[config.mk]
export PLATFORM = sky130hd
export DESIGN_NAME = simd_driver
export DESIGN_NICKNAME = d
export VERILOG_FILES = /design/src/simd_driver_pkg.sv /design/src/offset_stepper.sv /design/src/inst_range_select.sv /design/src/warp_issue_stage.sv /design/src/pending_limiter.sv /design/src/simd_driver_ctrl.sv /design/src/simd_driver.sv
export VERILOG_INCLUDE_DIRS = /design/src
export SDC_FILE = /design/constraint.sdc
export NUM_CORES = 1
export LEC_CHECK = 0
export BUFFER_PORTS_ARGS = -buffer_cell sky130_fd_sc_hd__buf_2
export CAP_MARGIN = 20
export CORE_MARGIN = 2
export CORE_UTILIZATION = 45
export CTS_CLUSTER_DIAMETER = 30
export DETAILED_ROUTE_END_ITERATION = 8
export GPL_TIMING_DRIVEN = 0
export PLACE_DENSITY = 0.7
export SLEW_MARGIN = 25
export SYNTH_ARGS = -nofsm -noshare
export SYNTH_HDL_FRONTEND = slang
export SYNTH_HIERARCHICAL = 1
export SYNTH_SLANG_ARGS = --single-unit
[constraint.sdc]
create_clock -name i_clk -period 5.7 [get_ports i_clk]
set_input_delay 0.285 -clock i_clk [delete_from_list [all_inputs] [get_ports i_clk]]
set_output_delay 0.285 -clock i_clk [all_outputs]
set_load 0.005 [all_outputs]
[src/simd_driver_params.svh]
//======================================
// SIMD driver parameters
// Widths, dimension count and limits
//======================================
`ifndef SIMD_DRIVER_PARAMS_SVH
`define SIMD_DRIVER_PARAMS_SVH

// Offset space
`define SD_VDIM 2
`define SD_WBW 8

// Instruction identifiers, width holds SD_N_INST itself as an end bound
`define SD_N_INST 16
`define SD_INST_BW 5

// Warps and flow limit
`define SD_MAX_WARP 4
`define SD_WID_BW 2
`define SD_N_PENDING 6

// Level runs from 0 to SD_VDIM
`define SD_LVL_BW 2

`endif

[src/simd_driver_pkg.sv]
//======================================
// SIMD driver types
// Job, point, range and instruction records
//======================================
`include "simd_driver_params.svh"

package simd_driver_pkg;

	// One offset per dimension, dimension 0 is innermost
	typedef logic [`SD_VDIM-1:0][`SD_WBW-1:0] ofs_t;
	// One identifier per level
	typedef logic [`SD_VDIM:0][`SD_INST_BW-1:0] id_tbl_t;

	// Job as held on the input port
	typedef struct packed {
		ofs_t    aofs_beg;
		// End is exclusive
		ofs_t    aofs_end;
		ofs_t    bofs;
		id_tbl_t id_begs;
		id_tbl_t id_ends;
	} job_t;

	// One A point with its boundary levels
	typedef struct packed {
		ofs_t                  aofs;
		logic [`SD_LVL_BW-1:0] lvl_beg;
		logic [`SD_LVL_BW-1:0] lvl_end;
		logic                  islast;
	} point_t;

	// Non-empty identifier range of one point
	typedef struct packed {
		ofs_t                   aofs;
		logic [`SD_INST_BW-1:0] id_beg;
		logic [`SD_INST_BW-1:0] id_end;
		logic                   islast;
	} range_t;

	// Issued instruction record
	typedef struct packed {
		logic [`SD_INST_BW-1:0] pc;
		logic [`SD_WID_BW-1:0]  warpid;
		ofs_t                   aofs;
		ofs_t                   bofs;
	} inst_t;

	// Job sequencer states
	typedef enum logic [1:0] {
		IDLE,
		WALK,
		DRAIN,
		ACK
	} ctrl_state_e;

endpackage

[src/offset_stepper.sv]
//======================================
// Offset stepper
// Walks the A range row-major, tags levels
//======================================
`include "simd_driver_params.svh"

module offset_stepper import simd_driver_pkg::*; (
	input  logic   i_clk,
	input  logic   i_arst_n,
	input  logic   i_start,
	input  job_t   i_job,
	output logic   o_pt_valid,
	input  logic   i_pt_ready,
	output point_t o_pt
);

//======================================
// Internal
//======================================
logic [`SD_VDIM-1:0][`SD_WBW-1:0] cnt;
logic [`SD_VDIM-1:0][`SD_WBW-1:0] cnt_nxt;
logic [`SD_VDIM-1:0]              at_beg;
logic [`SD_VDIM-1:0]              at_last;
logic [`SD_LVL_BW-1:0]            lvl_beg;
logic [`SD_LVL_BW-1:0]            lvl_end;
logic                             run_beg;
logic                             run_end;
logic                             carry;
logic                             pt_fire;

//======================================
// Combinational
//======================================
// Per-dimension boundary flags
always_comb begin
	for (int d = 0; d < `SD_VDIM; d++) begin
		at_beg[d] = cnt[d] == i_job.aofs_beg[d];
		at_last[d] = cnt[d] == i_job.aofs_end[d] - 1'b1;
	end
end

// Count consecutive boundary dims from the innermost one
always_comb begin
	lvl_beg = '0;
	lvl_end = '0;
	run_beg = 1'b1;
	run_end = 1'b1;
	for (int d = 0; d < `SD_VDIM; d++) begin
		run_beg = run_beg & at_beg[d];
		run_end = run_end & at_last[d];
		if (run_beg) begin
			lvl_beg = lvl_beg + 1'b1;
		end
		if (run_end) begin
			lvl_end = lvl_end + 1'b1;
		end
	end
end

// Row-major increment, a dim wraps to its start when it rolls over
always_comb begin
	cnt_nxt = cnt;
	carry = 1'b1;
	for (int d = 0; d < `SD_VDIM; d++) begin
		if (carry) begin
			cnt_nxt[d] = at_last[d] ? i_job.aofs_beg[d] : cnt[d] + 1'b1;
		end
		carry = carry & at_last[d];
	end
end

assign pt_fire = o_pt_valid && i_pt_ready;

// Last point is the one where every dim sits at end minus one
assign o_pt.aofs = cnt;
assign o_pt.lvl_beg = lvl_beg;
assign o_pt.lvl_end = lvl_end;
assign o_pt.islast = &at_last;

//======================================
// Sequential
//======================================
always_ff @(posedge i_clk or negedge i_arst_n) begin
	if (!i_arst_n) begin
		o_pt_valid <= 1'b0;
	end else if (i_start) begin
		o_pt_valid <= 1'b1;
	end else if (pt_fire && o_pt.islast) begin
		o_pt_valid <= 1'b0;
	end
end

// Counters load on start and move only when a point is taken
always_ff @(posedge i_clk) begin
	if (i_start) begin
		cnt <= i_job.aofs_beg;
	end else if (pt_fire) begin
		cnt <= cnt_nxt;
	end
end

endmodule

[src/inst_range_select.sv]
//======================================
// Identifier range select
// Level lookup stage, drops empty ranges
//======================================
`include "simd_driver_params.svh"

module inst_range_select import simd_driver_pkg::*; (
	input  logic   i_clk,
	input  logic   i_arst_n,
	input  logic   i_pt_valid,
	output logic   o_pt_ready,
	input  point_t i_pt,
	input  job_t   i_job,
	output logic   o_rng_valid,
	input  logic   i_rng_ready,
	output range_t o_rng,
	output logic   o_skip_last
);

//======================================
// Internal
//======================================
logic                   pt_acc;
logic                   empty;
logic [`SD_INST_BW-1:0] id_beg;
logic [`SD_INST_BW-1:0] id_end;

//======================================
// Combinational
//======================================
// Take a new point when the output slot is free or leaving
assign o_pt_ready = !o_rng_valid || i_rng_ready;
assign pt_acc = i_pt_valid && o_pt_ready;

// Prologue and epilogue pick by level
assign id_beg = i_job.id_begs[i_pt.lvl_beg];
assign id_end = i_job.id_ends[i_pt.lvl_end];
// Inverted bounds count as empty too
assign empty = id_beg >= id_end;

//======================================
// Sequential
//======================================
always_ff @(posedge i_clk or negedge i_arst_n) begin
	if (!i_arst_n) begin
		o_rng_valid <= 1'b0;
		o_skip_last <= 1'b0;
	end else begin
		if (pt_acc) begin
			o_rng_valid <= !empty;
		end else if (i_rng_ready) begin
			o_rng_valid <= 1'b0;
		end
		// Dropped final point still has to close the job
		o_skip_last <= pt_acc && empty && i_pt.islast;
	end
end

always_ff @(posedge i_clk) begin
	if (pt_acc && !empty) begin
		o_rng.aofs <= i_pt.aofs;
		o_rng.id_beg <= id_beg;
		o_rng.id_end <= id_end;
		o_rng.islast <= i_pt.islast;
	end
end

endmodule

[src/warp_issue_stage.sv]
//======================================
// Warp issue stage
// One record per identifier of a range
//======================================
`include "simd_driver_params.svh"

module warp_issue_stage import simd_driver_pkg::*; (
	input  logic   i_clk,
	input  logic   i_arst_n,
	input  logic   i_start,
	input  logic   i_rng_valid,
	output logic   o_rng_ready,
	input  range_t i_rng,
	input  job_t   i_job,
	output logic   o_inst_valid,
	input  logic   i_inst_ready,
	output inst_t  o_inst,
	output logic   o_last_fire
);

//======================================
// Internal
//======================================
logic [`SD_INST_BW-1:0] pc;
logic [`SD_INST_BW-1:0] pc_cnt;
logic                   pc_live;
logic [`SD_WID_BW-1:0]  warp_cnt;
logic                   inst_fire;
logic                   final_rec;

//======================================
// Combinational
//======================================
// First record of a range starts at id_beg
assign pc = pc_live ? pc_cnt : i_rng.id_beg;
assign final_rec = (pc + 1'b1) == i_rng.id_end;

// Range stays in place upstream until its last record leaves
assign o_inst_valid = i_rng_valid;
assign inst_fire = o_inst_valid && i_inst_ready;
assign o_rng_ready = inst_fire && final_rec;
assign o_last_fire = o_rng_ready && i_rng.islast;

always_comb begin
	o_inst.pc = pc;
	o_inst.warpid = warp_cnt;
	o_inst.aofs = i_rng.aofs;
	// B follows A with the job base, wraps at offset width
	for (int d = 0; d < `SD_VDIM; d++) begin
		o_inst.bofs[d] = i_job.bofs[d] + i_rng.aofs[d];
	end
end

//======================================
// Sequential
//======================================
always_ff @(posedge i_clk or negedge i_arst_n) begin
	if (!i_arst_n) begin
		pc_live <= 1'b0;
		warp_cnt <= '0;
	end else begin
		if (inst_fire) begin
			pc_live <= !final_rec;
		end
		// Warp ids count across the whole job
		if (i_start) begin
			warp_cnt <= '0;
		end else if (inst_fire) begin
			if (warp_cnt == `SD_MAX_WARP - 1) begin
				warp_cnt <= '0;
			end else begin
				warp_cnt <= warp_cnt + 1'b1;
			end
		end
	end
end

always_ff @(posedge i_clk) begin
	if (inst_fire) begin
		pc_cnt <= pc + 1'b1;
	end
end

endmodule

[src/pending_limiter.sv]
//======================================
// Pending limiter
// Caps issued but uncommitted records
//======================================
`include "simd_driver_params.svh"

module pending_limiter import simd_driver_pkg::*; (
	input  logic  i_clk,
	input  logic  i_arst_n,
	input  logic  i_valid,
	output logic  o_ready,
	input  inst_t i_inst,
	output logic  o_inst_valid,
	input  logic  i_inst_ready,
	output inst_t o_inst,
	input  logic  i_commit,
	output logic  o_idle
);

localparam int CNT_BW = $clog2(`SD_N_PENDING + 1);

//======================================
// Internal
//======================================
logic [CNT_BW-1:0] pend_cnt;
logic              full;
logic              inst_fire;

//======================================
// Combinational
//======================================
assign full = pend_cnt == CNT_BW'(`SD_N_PENDING);

// Both sides of the handshake close at the limit
assign o_inst_valid = i_valid && !full;
assign o_ready = i_inst_ready && !full;
assign o_inst = i_inst;
assign inst_fire = o_inst_valid && i_inst_ready;
assign o_idle = pend_cnt == '0;

//======================================
// Sequential
//======================================
always_ff @(posedge i_clk or negedge i_arst_n) begin
	if (!i_arst_n) begin
		pend_cnt <= '0;
	end else begin
		// Issue and commit together leave the count as is
		case ({inst_fire, i_commit})
			2'b10: pend_cnt <= pend_cnt + 1'b1;
			2'b01: pend_cnt <= pend_cnt - 1'b1;
			default: pend_cnt <= pend_cnt;
		endcase
	end
end

endmodule

[src/simd_driver_ctrl.sv]
//======================================
// SIMD driver control
// Job sequencing and acknowledge
//======================================
module simd_driver_ctrl import simd_driver_pkg::*; (
	input  logic i_clk,
	input  logic i_arst_n,
	input  logic i_job_valid,
	output logic o_job_ready,
	output logic o_start,
	input  logic i_skip_last,
	input  logic i_last_fire,
	input  logic i_idle
);

//======================================
// Internal
//======================================
ctrl_state_e state;
ctrl_state_e state_nxt;

//======================================
// Combinational
//======================================
// Start leaves IDLE on the same edge, so it is one cycle wide
assign o_start = (state == IDLE) && i_job_valid;
// Job is held stable until this single-cycle ready
assign o_job_ready = state == ACK;

always_comb begin
	state_nxt = state;
	case (state)
		IDLE: begin
			if (i_job_valid) begin
				state_nxt = WALK;
			end
		end
		// Last item is either an issued record or a dropped point
		WALK: begin
			if (i_last_fire || i_skip_last) begin
				state_nxt = DRAIN;
			end
		end
		// Every record must be committed first
		DRAIN: begin
			if (i_idle) begin
				state_nxt = ACK;
			end
		end
		ACK: begin
			state_nxt = IDLE;
		end
		default: begin
			state_nxt = IDLE;
		end
	endcase
end

//======================================
// Sequential
//======================================
always_ff @(posedge i_clk or negedge i_arst_n) begin
	if (!i_arst_n) begin
		state <= IDLE;
	end else begin
		state <= state_nxt;
	end
end

endmodule

[src/simd_driver.sv]
//======================================
// SIMD driver top
// Job in, flow-limited instruction stream out
//======================================
module simd_driver import simd_driver_pkg::*; (
	input  logic  i_clk,
	input  logic  i_arst_n,
	input  logic  i_job_valid,
	output logic  o_job_ready,
	input  job_t  i_job,
	output logic  o_inst_valid,
	input  logic  i_inst_ready,
	output inst_t o_inst,
	input  logic  i_commit
);

//======================================
// Internal
//======================================
logic   start;
logic   pt_valid;
logic   pt_ready;
point_t pt;
logic   rng_valid;
logic   rng_ready;
range_t rng;
logic   iss_valid;
logic   iss_ready;
inst_t  iss_inst;
logic   skip_last;
logic   last_fire;
logic   idle;

//======================================
// Submodule
//======================================
simd_driver_ctrl u_ctrl (
	.i_clk(i_clk),
	.i_arst_n(i_arst_n),
	.i_job_valid(i_job_valid),
	.o_job_ready(o_job_ready),
	.o_start(start),
	.i_skip_last(skip_last),
	.i_last_fire(last_fire),
	.i_idle(idle)
);

// Point walk over the A range
offset_stepper u_step (
	.i_clk(i_clk),
	.i_arst_n(i_arst_n),
	.i_start(start),
	.i_job(i_job),
	.o_pt_valid(pt_valid),
	.i_pt_ready(pt_ready),
	.o_pt(pt)
);

inst_range_select u_sel (
	.i_clk(i_clk),
	.i_arst_n(i_arst_n),
	.i_pt_valid(pt_valid),
	.o_pt_ready(pt_ready),
	.i_pt(pt),
	.i_job(i_job),
	.o_rng_valid(rng_valid),
	.i_rng_ready(rng_ready),
	.o_rng(rng),
	.o_skip_last(skip_last)
);

warp_issue_stage u_issue (
	.i_clk(i_clk),
	.i_arst_n(i_arst_n),
	.i_start(start),
	.i_rng_valid(rng_valid),
	.o_rng_ready(rng_ready),
	.i_rng(rng),
	.i_job(i_job),
	.o_inst_valid(iss_valid),
	.i_inst_ready(iss_ready),
	.o_inst(iss_inst),
	.o_last_fire(last_fire)
);

// Output port sits behind the pending limit
pending_limiter u_flow (
	.i_clk(i_clk),
	.i_arst_n(i_arst_n),
	.i_valid(iss_valid),
	.o_ready(iss_ready),
	.i_inst(iss_inst),
	.o_inst_valid(o_inst_valid),
	.i_inst_ready(i_inst_ready),
	.o_inst(o_inst),
	.i_commit(i_commit),
	.o_idle(idle)
);

endmodule

==> After elaboration in Yosys (flattened, before gate mapping) <==
Index checks and enable logic that the tools add are counted.
Widths: inputs -> output; s select.
{ "op_classes": {"add_sub_neg": 12, "n_mul": 0, "div_mod_pow": 0, "n_lt_le_gt_ge": 3, "n_eq_ne": 15, "shift": 0, "mux": 26, "n_bitwise": 2, "reduce_logical": 29} }
{ "ops": {"columns": ["cell", "n"], "rows": [
  ["$eq 8x8->1", 4],
  ["$mux 16", 2],
  ["$mux 8", 3],
  ["$bmux 5 s2", 2],
  ["$add 8x1->8 const B", 2],
  ["$add 8x8->8", 2],
  ["$mux 2", 8],
  ["$sub 8x1->8 const B", 2],
  ["$mux 5", 3],
  ["$logic_and 1x1->1", 12],
  ["$reduce_bool 2->1", 6],
  ["$eq 2x2->1 const B", 4],
  ["$pmux 2 s4", 1],
  ["$lt 2x3->1 const B", 2],
  ["$mux 1", 6],
  ["$pmux 3 s2", 1],
  ["$add 5x1->5 const B", 1],
  ["$eq 5x5->1", 1],
  ["$ge 5x5->1", 1],
  ["$add 1x1->2 const B", 2],
  ["$eq 2x1->1 const B", 2],
  ["$logic_not 1->1", 4],
  ["$ne 2x2->1 const B", 2],
  ["$reduce_and 2->1", 2],
  ["other kinds (10)", 12]
]} }
{ "word_totals": {"ff_bits": 59, "latchBits": 0, "mem_bits_rw": 0, "mem_bits_ro": 0, "wordCells": 102, "memories": 0} }

==> Logic depth before layout (Yosys ltp) <==
Gate-level depths: netlist of run 1.
{ "depth": {"depth_word": 10, "ltp_mapped": 17, "ltp_nobuf": 16} }

==> Modules after synthesis <==
The synthesis of run 1 kept the hierarchy.
{ "by_module_without_submodules": {"columns": ["mod", "n_inst", "cells_per_inst", "area_per_inst_um2", "seq_area_each_um2"], "rows": [
  ["offset_stepper", 1, 176, 1701.6, 505.5],
  ["inst_range_select", 1, 85, 1249.9, 860.8],
  ["warp_issue_stage", 1, 122, 1176.1, 225.2],
  ["pending_limiter", 1, 57, 479.2, 75.1],
  ["simd_driver_ctrl", 1, 16, 191.4, 50.0]
]} }

==> Worst setup path before layout of run 1 <==
OpenSTA, ideal clock, no wires.
{ "synth_timing": {"kind": "in2reg", "startpoint": "input port i_job[47] (netlist name)", "endpoint": "register u_sel/o_rng[0] (netlist name) (enable)", "t_arrival_ns": 3.975, "slack_ns": 1.314, "cell_stages": 14, "path_buffers": 0, "cell_sequence": "or4_4 > or3_1 > a21o_1 > nand4_2 > nand2_1 > nor2_1 > nor2b_2 > nand2_1 > o21ai_0 > ha_1 > nand2b_1 > a31oi_1 > o21ai_1 > nor2_1"} }
{ "synth_rtl": {"columns": ["element", "line_no", "source"], "rows": [
  ["from (decl)", "simd_driver.sv:10", "input job_t i_job,"],
  ["to (decl)", "inst_range_select.sv:16", "output range_t o_rng,"]
]} }

==> impl_metrics.ini, run 1 <==
[synthesis]
ys_ff_latch = 59
synth-edff-count = 48
synth_ff_type = edfxtp_1
async_flop_share = 0.1864
syn_avg_cell_area_sq_um = 10.52
synth_top_family_by_area = XOR/XNOR gates
syn_nets = 571
synthTopCellsByArea = edfxtp_1 (30%), buf_4 (9.7%), ha_1 (7.6%), xnor2_1 (7.3%), dfrtp_1 (5.7%)
synth_top_area_share = 0.3004
synth-compound-area-share = 0.08110
synthesis.area_sq_um = 4798
synth_simple_gate_area_share = 0.1239
yosysTopAreaCell = edfxtp_1
synthAdderAreaFrac = 0.08814
yosysWarnings = 6
synth_cells = 456
synthMuxAreaShare = 0.08396
synthXorXnorAreaFrac = 0.1390
synth-seq-area-share = 0.3578
synth_cell_types = 62

[setup_path]
critPathKind = reg -> reg
worstPathRequired_ns = 5.74
cp.arrival_ns = 4.15
endpoint_kind = register
start_kind = register
cp_max_fo = 18

[die]
die_h_microns = 107.3
fp.coreArea_sq_um = 10320
dieWidth_microns = 107.3
ioPinCount = 124
start_util = 0.4648
die_area_sq_um = 11500
rows = 37

[cts]
cts_max_level = 3
cts_setup_buffers = 0
cts_resized = 0
clock_sinks = 59
holdBufCountCts = 1
insertion_delay_ns = 0.33
cts_root_buffer = clkbuf_8
cts_tree = built
clk_pin_slew_worst_paths_ns = 0.06
clk_path_buf_depth = 2
cts_buffers = 9

[route]
first_pass_iters = 6
vias_per_cell = 4.877
num_vias = 3580
drt_iter0_drc = 143
drcViolationCount = 0
routedWlPerCell_microns = 13.34
routed_wl_mm = 9.793
ant_nets = 0

[layout]
post-route-util = 0.5655
final_nets = 707
layout-drive-gt1-share = 0.4037
final_cell_mix = buf_2 (124), buf_4 (62), edfxtp_1 (48), xnor2_1 (40), xor2_1 (31)
layout_commonest_cell = buf_2
area_growth_pct = 21.67

[sta]
hold_viol_final = 0
rsz0062_at_grt = false
max_freq_mhz = 243.1
hold-worst-slack_ns = 0.2399
setup_violations = 0
finClkSkew_ns = 0.01129
drv_slew = 0
relSlewSlack = 0.4143
final.min_clock_period_ns = 4.114
timing.final.crit_share = 0.7218
worst_slew_pin_slew_ns = 0.8786
tns_ns = 0

[global_route]
grt_overflow = 0
grt_max_degree = 19
grt_pass1_vias = 3507
grt_pass1_wl_mm = 16.00
grt_usage = 0.1766
grt_antenna_before_repair = 1

[status]
outcome = complete, no violations

[placed_design]
place_hpwl_mm = 8.128
gp_congestion = 0.8232
io_buffer_count = 123

[power]
powerDensity_nw_per_um2 = 368.9
total_power_mw = 2.154
ir_worst_vdd_mv = 0.2144
p_leak_nw = 2.629

[job]
drv_cap = 0

[hold_path]
min_path_type = in -> reg
==> cell usage after synthesis (7+ instances only) <==
master and instances:
dfrtp_1 11, o21ai_0 11, nor2_1 31, a21oi_1 11, buf_4 62, nand2_1 18, inv_1 25, mux2i_1 16
xnor2_1 40, xor2_1 31, nand3_1 13, nor3_1 8, edfxtp_1 48, mux2_2 7, mux2_4 7, ha_1 29
==> routing by layer <==
metal	global-route usage	up-vias	part of all wire
li1	-	1811	-
met1	0.2098	1659	0.43
met2	0.3124	91	0.50
met3	0.03027	19	0.044
met4	0.07699	0	0.027
met5	0	-	0
==> worst max-delay path, stage by stage (launching register included) <==
cell	delay [ns]
edfxtp_1	0.34
clkbuf_1	0.30
nand2b_1	0.13
o21ai_0	0.16
a41oi_1	0.15
a211oi_2	0.47
and3_2	0.30
buf_4	0.11
buf_6	0.13
mux2i_1	0.20
o22a_1	0.23
ha_1	0.27
a21o_1	0.15
a31oi_1	0.13
o21ai_1	0.16
nor2_4	0.37
buf_16	0.21
==> worst paths after layout <==
check,from,endpoint,slack [ns],cells past startpoint
hold / removal,i_job[20],u_sel/o_rng[6],0.24,3
min in group asynchronous,i_arst_n,u_flow/pend_cnt[1],0.36,2
setup reg to reg,u_step/o_pt[19],u_sel/o_rng[25],1.59,16
max in group asynchronous,i_arst_n,u_sel/o_skip_last,5.11,2
setup / recovery,u_step/o_pt[19],u_sel/o_rng[25],1.59,16
hold reg to reg,u_step/o_pt[19],u_sel/o_rng[25],0.45,0
==> through the flow <==
stage	setup WS, ns	std cells	instance area, sq um
finish	1.586	734	5838
global placement	0.1922	715	5584
detailed placement	1.445	716	5619
CTS	1.537	733	5836
floorplan	1.314	456	4798
global route	1.199	734	5838
==> power by group <==
group          leakage, nW  internal, mW  switching (mW)  total (mW)
Combinational         1.96         0.584           0.476        1.06
Clock                0.111         0.219           0.161       0.380
Sequential           0.560         0.628          0.0857       0.714
==> sequential cells by signal, indices dropped and copies added, names as in the netlist <==
name and cells:
u_sel/o_rng 27, u_issue/pc_cnt 5, u_step/o_pt_valid 1, u_issue/warp_cnt 2
u_sel/o_rng_valid 1, u_ctrl/state 2, u_issue/pc_live 1, u_step/o_pt 16
u_flow/pend_cnt 3, u_sel/o_skip_last 1
==> logic make-up after synthesis <==
logic type / Yosys count
and+or+nand+nor: 110
muxes: 33
xor gates and xnor gates: 73
AOI/OAI and AO/OA: 54
adders and majority gates: 32
buffers and inverters: 95
DFF: 59
==> cell type report <==
type	instances	area (sq um)
inverter	26	97.59
clock buffer	13	190.2
antenna	1	2.502
buffer	69	508.0
sequential	59	1717
timing repair buffer	125	653.1
multi-input combinational	302	2484
clock inverter	3	16.27
fill	927	4486
tap	136	170.2
Note: power is estimated with default switching activity, not from simulation.
==> inputs of run 2 (changes only) <==
==> constraint.sdc (replaced) <==
create_clock -name i_clk -period 3.95 [get_ports i_clk]
set_input_delay 0.1975 -clock i_clk [delete_from_list [all_inputs] [get_ports i_clk]]
set_output_delay 0.1975 -clock i_clk [all_outputs]
set_load 0.005 [all_outputs]
==> run 2 against run 1 <==
Global-route usage rose by 0.43 points. Sequential share of layout area fell by 0.18 points. Core utilization rose by 0.35 points. Critical path type unchanged.
==> impl_metrics.ini, run 2 (synthesized netlist as in run 1, its figures left out) <==
[status]
outcome = complete, no violations

[layout]
area_growth_pct = 22.42
antennaDiodeCount = 0
layout-drive-gt1-share = 0.4133
final_cell_mix = buf_2 (124), buf_4 (65), edfxtp_1 (48), xnor2_1 (40), xor2_1 (31)
post-route-util = 0.5690
regMostFlops = u_sel/o_rng
nFillCells = 942
final_nets = 710
layout_commonest_cell = buf_2
finalInstanceArea_sq_um = 5874
largest_reg_flops = 27

[sta]
final.min_clock_period_ns = 3.682
finClkSkew_ns = 0.006115
rsz0062_at_grt = false
hold-worst-slack_ns = 0.1595
worst_slew_pin_slew_ns = 0.8855
drv_slew = 0
timing.final.crit_share = 0.9321
hold_viol_final = 0
setup_violations = 0
relSlewSlack = 0.4097
max_freq_mhz = 271.6

[route]
routed_wl_mm = 10.04
drcViolationCount = 0
drt_iter0_drc = 102
vias_per_cell = 4.894
first_pass_iters = 5
ant_nets = 0
routedWlPerCell_microns = 13.64
num_vias = 3602

[cts]
clk_path_buf_depth = 2
cts_root_buffer = clkbuf_8
clock_sinks = 59
insertion_delay_ns = 0.32
cts_tree = built
cts_buffers = 9
cts_max_level = 3
clk_pin_slew_worst_paths_ns = 0.07

[power]
p_leak_nw = 2.645
netSwitchingPower_mw = 1.056
p_comb_frac = 0.497
power_frac_seq = 0.332
total_power_mw = 3.120
p_int_mw = 2.064
switching_share = 0.3384
power.clock.fraction = 0.172
ir_worst_vdd_mv = 0.3375
powerDensity_nw_per_um2 = 531.1

[placed_design]
place_hpwl_mm = 8.175
gp_congestion = 0.8607
io_buffer_count = 123
placed_area_sq_um = 5592

[die]
fp.coreArea_sq_um = 10320
dieWidth_microns = 107.3
die_h_microns = 107.3
start_util = 0.4648
rows = 37
die_area_sq_um = 11500
ioPinCount = 124

[setup_path]
worstPathRequired_ns = 3.99
critPathKind = reg -> reg
endpoint_kind = register
cp.arrival_ns = 3.72
start_kind = register
cp_max_fo = 9

[global_route]
grt_pass1_vias = 3618
grt_max_degree = 12
grt_pass1_wl_mm = 16.39
grt_usage = 0.1810
grt_overflow = 0
grt_antenna_before_repair = 0

[job]
drv_cap = 0

[hold_path]
min_path_type = in -> reg
run 2: cell count changes in the layout (fill, tap and decap cells not counted), moves of 2 or more:
| cell | change |
|---|---|
| buf_12 | +2 |
| buf_4 | +3 |
| clkbuf_1 | -2 |
| clkbuf_8 | -2 |
| clkinv_2 | +3 |
run 2: worst paths after layout:
kind	from	to	slack, ns	depth (start not counted)
max	u_step/o_pt[10]	u_sel/o_rng[0]	0.27	14
max reg2reg	u_step/o_pt[10]	u_sel/o_rng[0]	0.27	14
min	i_job[20]	u_sel/o_rng[6]	0.16	3
max in group asynchronous	i_arst_n	u_sel/o_skip_last	3.45	2
min in group asynchronous	i_arst_n	u_issue/pc_live	0.29	2
min reg2reg	u_step/o_pt[15]	u_sel/o_rng[21]	0.45	0
run 2: worst max-delay path, cell delays in order (launching register included):
cell      delay, ns
edfxtp_1       0.40
buf_4          0.19
xor2_1         0.16
nor4_1         0.34
nand2_1        0.14
a21oi_1        0.35
nor2b_2        0.37
nand2_1        0.08
o21ai_0        0.17
ha_1           0.32
a21o_1         0.16
a31oi_1        0.14
o21ai_1        0.22
nor2_4         0.18
buf_4          0.17
run 2: stage by stage:
step                      worst slack [ns]  setup TNS [ns]  std cells
final                               0.2682               0        736
after global routing              0.005963               0        736
after CTS                           0.1161               0        738
after detailed placement           -0.4305          -11.58        715
after global placement             -0.7964          -21.45        715
after floorplan                    0.08376               0        456
run 2: cell type report:
class / instances / area [sq um] / area share
plain buffers: 67 / 500.5 / 0.08520
clock buffers: 10 / 137.6 / 0.02343
clock inverters: 6 / 55.05 / 0.009372
inverters: 26 / 97.59 / 0.01661
multi-input cells: 303 / 2509 / 0.4271
flip-flops and latches: 59 / 1717 / 0.2922
well taps: 136 / 170.2 / 0.02897
repair buffers: 129 / 688.2 / 0.1171
run 2: per-layer routing:
layer | vias to the layer above | wire [microns] | track usage
met5 | - | 0 | 0
met4 | 0 | 217 | 0.06865
met3 | 14 | 418 | 0.03995
met2 | 80 | 5111 | 0.3219
met1 | 1698 | 4291 | 0.2121
li1 | 1810 | - | -
run 2: timing repair:
item	CTS	global route
hold buffers	1	0
setup buffers	5	0
endpoints found under the setup margin	27	27
pin swaps	3	0
endpoints found under the hold margin	11	0
resized for setup	1	4
cloned	1	0
run 2: power groups by stage:
| stage | Combinational, mW | Sequential [mW] | Clock (mW) |
|---|---|---|---|
| final | 1.55 | 1.03 | 0.535 |
| after global routing | 1.71 | 1.06 | 0.582 |
| after CTS | 1.57 | 1.03 | 0.547 |
| after detailed placement | 1.53 | 1.04 | 0 |
| after global placement | 1.47 | 1.04 | 0 |
| after floorplan | 1.18 | 1.01 | 0 |
==> inputs of run 3 (changes only) <==
--- a/config.mk
+++ b/config.mk
@@ -6,6 +6,7 @@
 export SDC_FILE = /design/constraint.sdc
 export NUM_CORES = 1
 export LEC_CHECK = 0
+export ABC_AREA = 1
 export BUFFER_PORTS_ARGS = -buffer_cell sky130_fd_sc_hd__buf_2
 export CAP_MARGIN = 20
 export CORE_MARGIN = 2
@@ -13,7 +14,7 @@
 export CTS_CLUSTER_DIAMETER = 30
 export DETAILED_ROUTE_END_ITERATION = 8
 export GPL_TIMING_DRIVEN = 0
-export PLACE_DENSITY = 0.7
+export PLACE_DENSITY = 0.69
 export SLEW_MARGIN = 25
 export SYNTH_ARGS = -nofsm -noshare
 export SYNTH_HDL_FRONTEND = slang
==> run 3 against run 2 <==
Combinational power up 35%. Final cell count up 29%. Clock power up 40%. Critical path depth up 1. Synthesized area up 7.6%. Cell area up 6.6%. First-iteration DRC count up 110%. Critical endpoint is now u_sel/o_rng[12]. Largest cell class unchanged.
==> impl_metrics.ini, run 3 <==
[synthesis]
yosysTopAreaCell = edfxtp_1
synth_cell_types = 35
yosys-top-cells-count = nand2_1 (165), inv_1 (80), nand3_1 (60)
synth-compound-area-share = 0.04265
synth-edff-count = 48
synth-seq-area-share = 0.3324
synth_cells = 663
synth_top_family_by_area = simple AND/OR/NAND/NOR gates
syn_avg_cell_area_sq_um = 7.788
syn_nets = 778
synthMuxAreaShare = 0
synth_most_common_cell = nand2_1
synthXorXnorAreaFrac = 0.08142
synth_ff_type = edfxtp_1
synth_simple_gate_area_share = 0.2980
synthTopCellsByArea = edfxtp_1 (28%), nand2_1 (12%), buf_4 (8.6%), ha_1 (7.0%), xor2_1 (6.1%)
synthAdderAreaFrac = 0.08190
synth_top_area_share = 0.2791
synthesis.area_sq_um = 5164
async_flop_share = 0.1864
ys_ff_latch = 59
yosysWarnings = 6

[power]
netSwitchingPower_mw = 1.590
power_frac_seq = 0.297
ir_worst_vdd_mv = 0.2763
total_power_mw = 4.037
power.clock.fraction = 0.185
p_leak_nw = 3.239
powerDensity_nw_per_um2 = 644.5
p_comb_frac = 0.519
switching_share = 0.3938
p_int_mw = 2.448

[cts]
clk_pin_slew_worst_paths_ns = 0.05
clock_sinks = 59
cts_setup_buffers = 0
clk_path_buf_depth = 2
cts_buffers = 9
cts_max_level = 3
cts_root_buffer = clkbuf_16
cts_tree = built
insertion_delay_ns = 0.33

[layout]
final_nets = 914
regMostFlops = u_sel/o_rng
final_cell_mix = nand2_1 (165), buf_2 (123), inv_1 (79), nand3_1 (60), buf_4 (59)
largest_reg_flops = 27
post-route-util = 0.5534
layout_commonest_cell = nand2_1
layout-drive-gt1-share = 0.3209
antennaDiodeCount = 0
area_growth_pct = 21.32

[setup_path]
cp_max_fo = 14
critical-path-max-stage-delay_ns = 0.39
regToRegSetupSlack_ns = 0.32
cp_slowest_cell = clkinvlp_4
worstPathRequired_ns = 3.93
r2r_start = u_step/o_pt[15]
cp.arrival_ns = 3.61
critPathKind = reg -> reg
endpoint_kind = register
start_kind = register
worstRegToRegCells = 15
reg2reg_to = u_sel/o_rng[12]
crit_chain = clkbuf_1, xnor2_1, inv_1, nor3_1, nand4_1, nor2_1, inv_1, o21ai_0, o21ai_1, ha_1, nand2_1, nor2_1, nand2_1, nand4_1, clkinvlp_4

[sta]
final.min_clock_period_ns = 3.634
max_freq_mhz = 275.2
relSlewSlack = 0.4759
timing.final.crit_share = 0.9200
tns_ns = 0
hold_viol_final = 0
worst_slack_ns = 0.3159
setup_violations = 0
drv_slew = 0
worst_slew_pin_slew_ns = 0.7810
rsz0062_at_grt = true
finClkSkew_ns = 0.004296
hold-worst-slack_ns = 0.1637

[hold_path]
min_to = u_step/o_pt[20]
hold_path_startpoint = i_job[77]
hold_depth = 3
min_path_type = in -> reg

[route]
ant_nets = 0
num_vias = 4507
drcViolationCount = 0
routedWlPerCell_microns = 11.99
routed_wl_mm = 11.35
vias_per_cell = 4.759
first_pass_iters = 5
drt_iter0_drc = 216

[placed_design]
pre_cts_slack_ns = -0.1814
place_hpwl_mm = 9.278
io_buffer_count = 123
gp_congestion = 0.8626

[global_route]
grt_pass1_vias = 4318
grt_usage = 0.1879
grt_max_degree = 28
grt_overflow = 0
grt_antenna_before_repair = 0
grt_pass1_wl_mm = 18.97

[die]
rows = 39
die_h_microns = 111.1
dieWidth_microns = 111.1
ioPinCount = 124
start_util = 0.4561
fp.coreArea_sq_um = 11320
die_area_sq_um = 12350

[job]
drv_cap = 0

[status]
outcome = complete, no violations
[run 3: changes by cell type after synthesis, sizes merged, moves of 6 or more]
cell and change:
nand3 +52, mux2i -19, xnor2 -28, nor3 -6
nand2 +165, nand2b -6, mux2 -14, inv +71
nand4 +9, or2 +7, nor2 +22
[run 3: repair_timing]
item                       CTS  global route
gates resized for setup      1             1
setup endpoints to repair   27            27
hold endpoints to repair    11             0
hold buffers                 1             0
pin swaps                    0             1
gates cloned                 0             1
[run 3: final cells by class]
class | instances | area (sq um)
Tap cell | 143 | 178.9
Buffer | 63 | 473.0
Clock inverter | 6 | 56.30
Fill cell | 1045 | 5056
Sequential cell | 59 | 1717
Timing Repair Buffer | 124 | 625.6
Multi-Input combinational cell | 444 | 2603
Inverter | 97 | 375.4
Clock buffer | 10 | 229.0
Timing Repair inverter | 1 | 7.507
[run 3: worst max path at each step]
stage / endpoint / startpoint
after global routing: u_sel/o_rng[12] / u_step/o_pt[9]
after floorplan: u_sel/o_rng[0] / i_job[46]
final: u_sel/o_rng[12] / u_step/o_pt[15]
after global placement: u_sel/o_rng[11] / i_job[46]
after detailed placement: u_sel/o_rng[12] / i_job[46]
after CTS: u_sel/o_rng[12] / u_step/o_pt[15]
[run 3: through the flow]
step	instance area [sq um]	std cells
after global routing	6265	947
final	6265	947
after detailed placement	5958	929
after floorplan	5164	663
after CTS	6257	946
after global placement	5958	929
[run 3: power by group through the flow]
stage / sequential, mW / combinational [mW] / clock (mW)
after detailed placement: 1.21 / 2.09 / 0
after floorplan: 1.15 / 1.59 / 0
final: 1.20 / 2.09 / 0.747
after global placement: 1.20 / 2.01 / 0
after CTS: 1.20 / 2.10 / 0.766
after global routing: 1.23 / 2.37 / 0.787
[run 3: kinds of logic after synthesis]
group | after synthesis
XOR/XNOR | 48
AO/OA/AOI/OAI | 35
flip-flops | 59
AND/OR/NAND/NOR | 329
buffers and inverters | 160
adder cells (fa/ha/maj) | 32
[run 3: worst max-delay path, delay by kind of cell, from the launching register on]
family | cells | cell delay (ns)
AOI/OAI and AO/OA | 2 | 0.23
xor gates and xnor gates | 1 | 0.16
adders and majority gates | 1 | 0.31
buffers and inverters | 4 | 0.94
DFF | 1 | 0.34
and+or+nand+nor | 7 | 1.30
[run 3: routing by layer]
layer	vias to the layer above	routed length [microns]	track usage
met3	17	479	0.02351
met4	0	188	0.08313
met5	-	0	0
li1	2337	-	-
met2	118	5771	0.3354
met1	2035	4914	0.2269
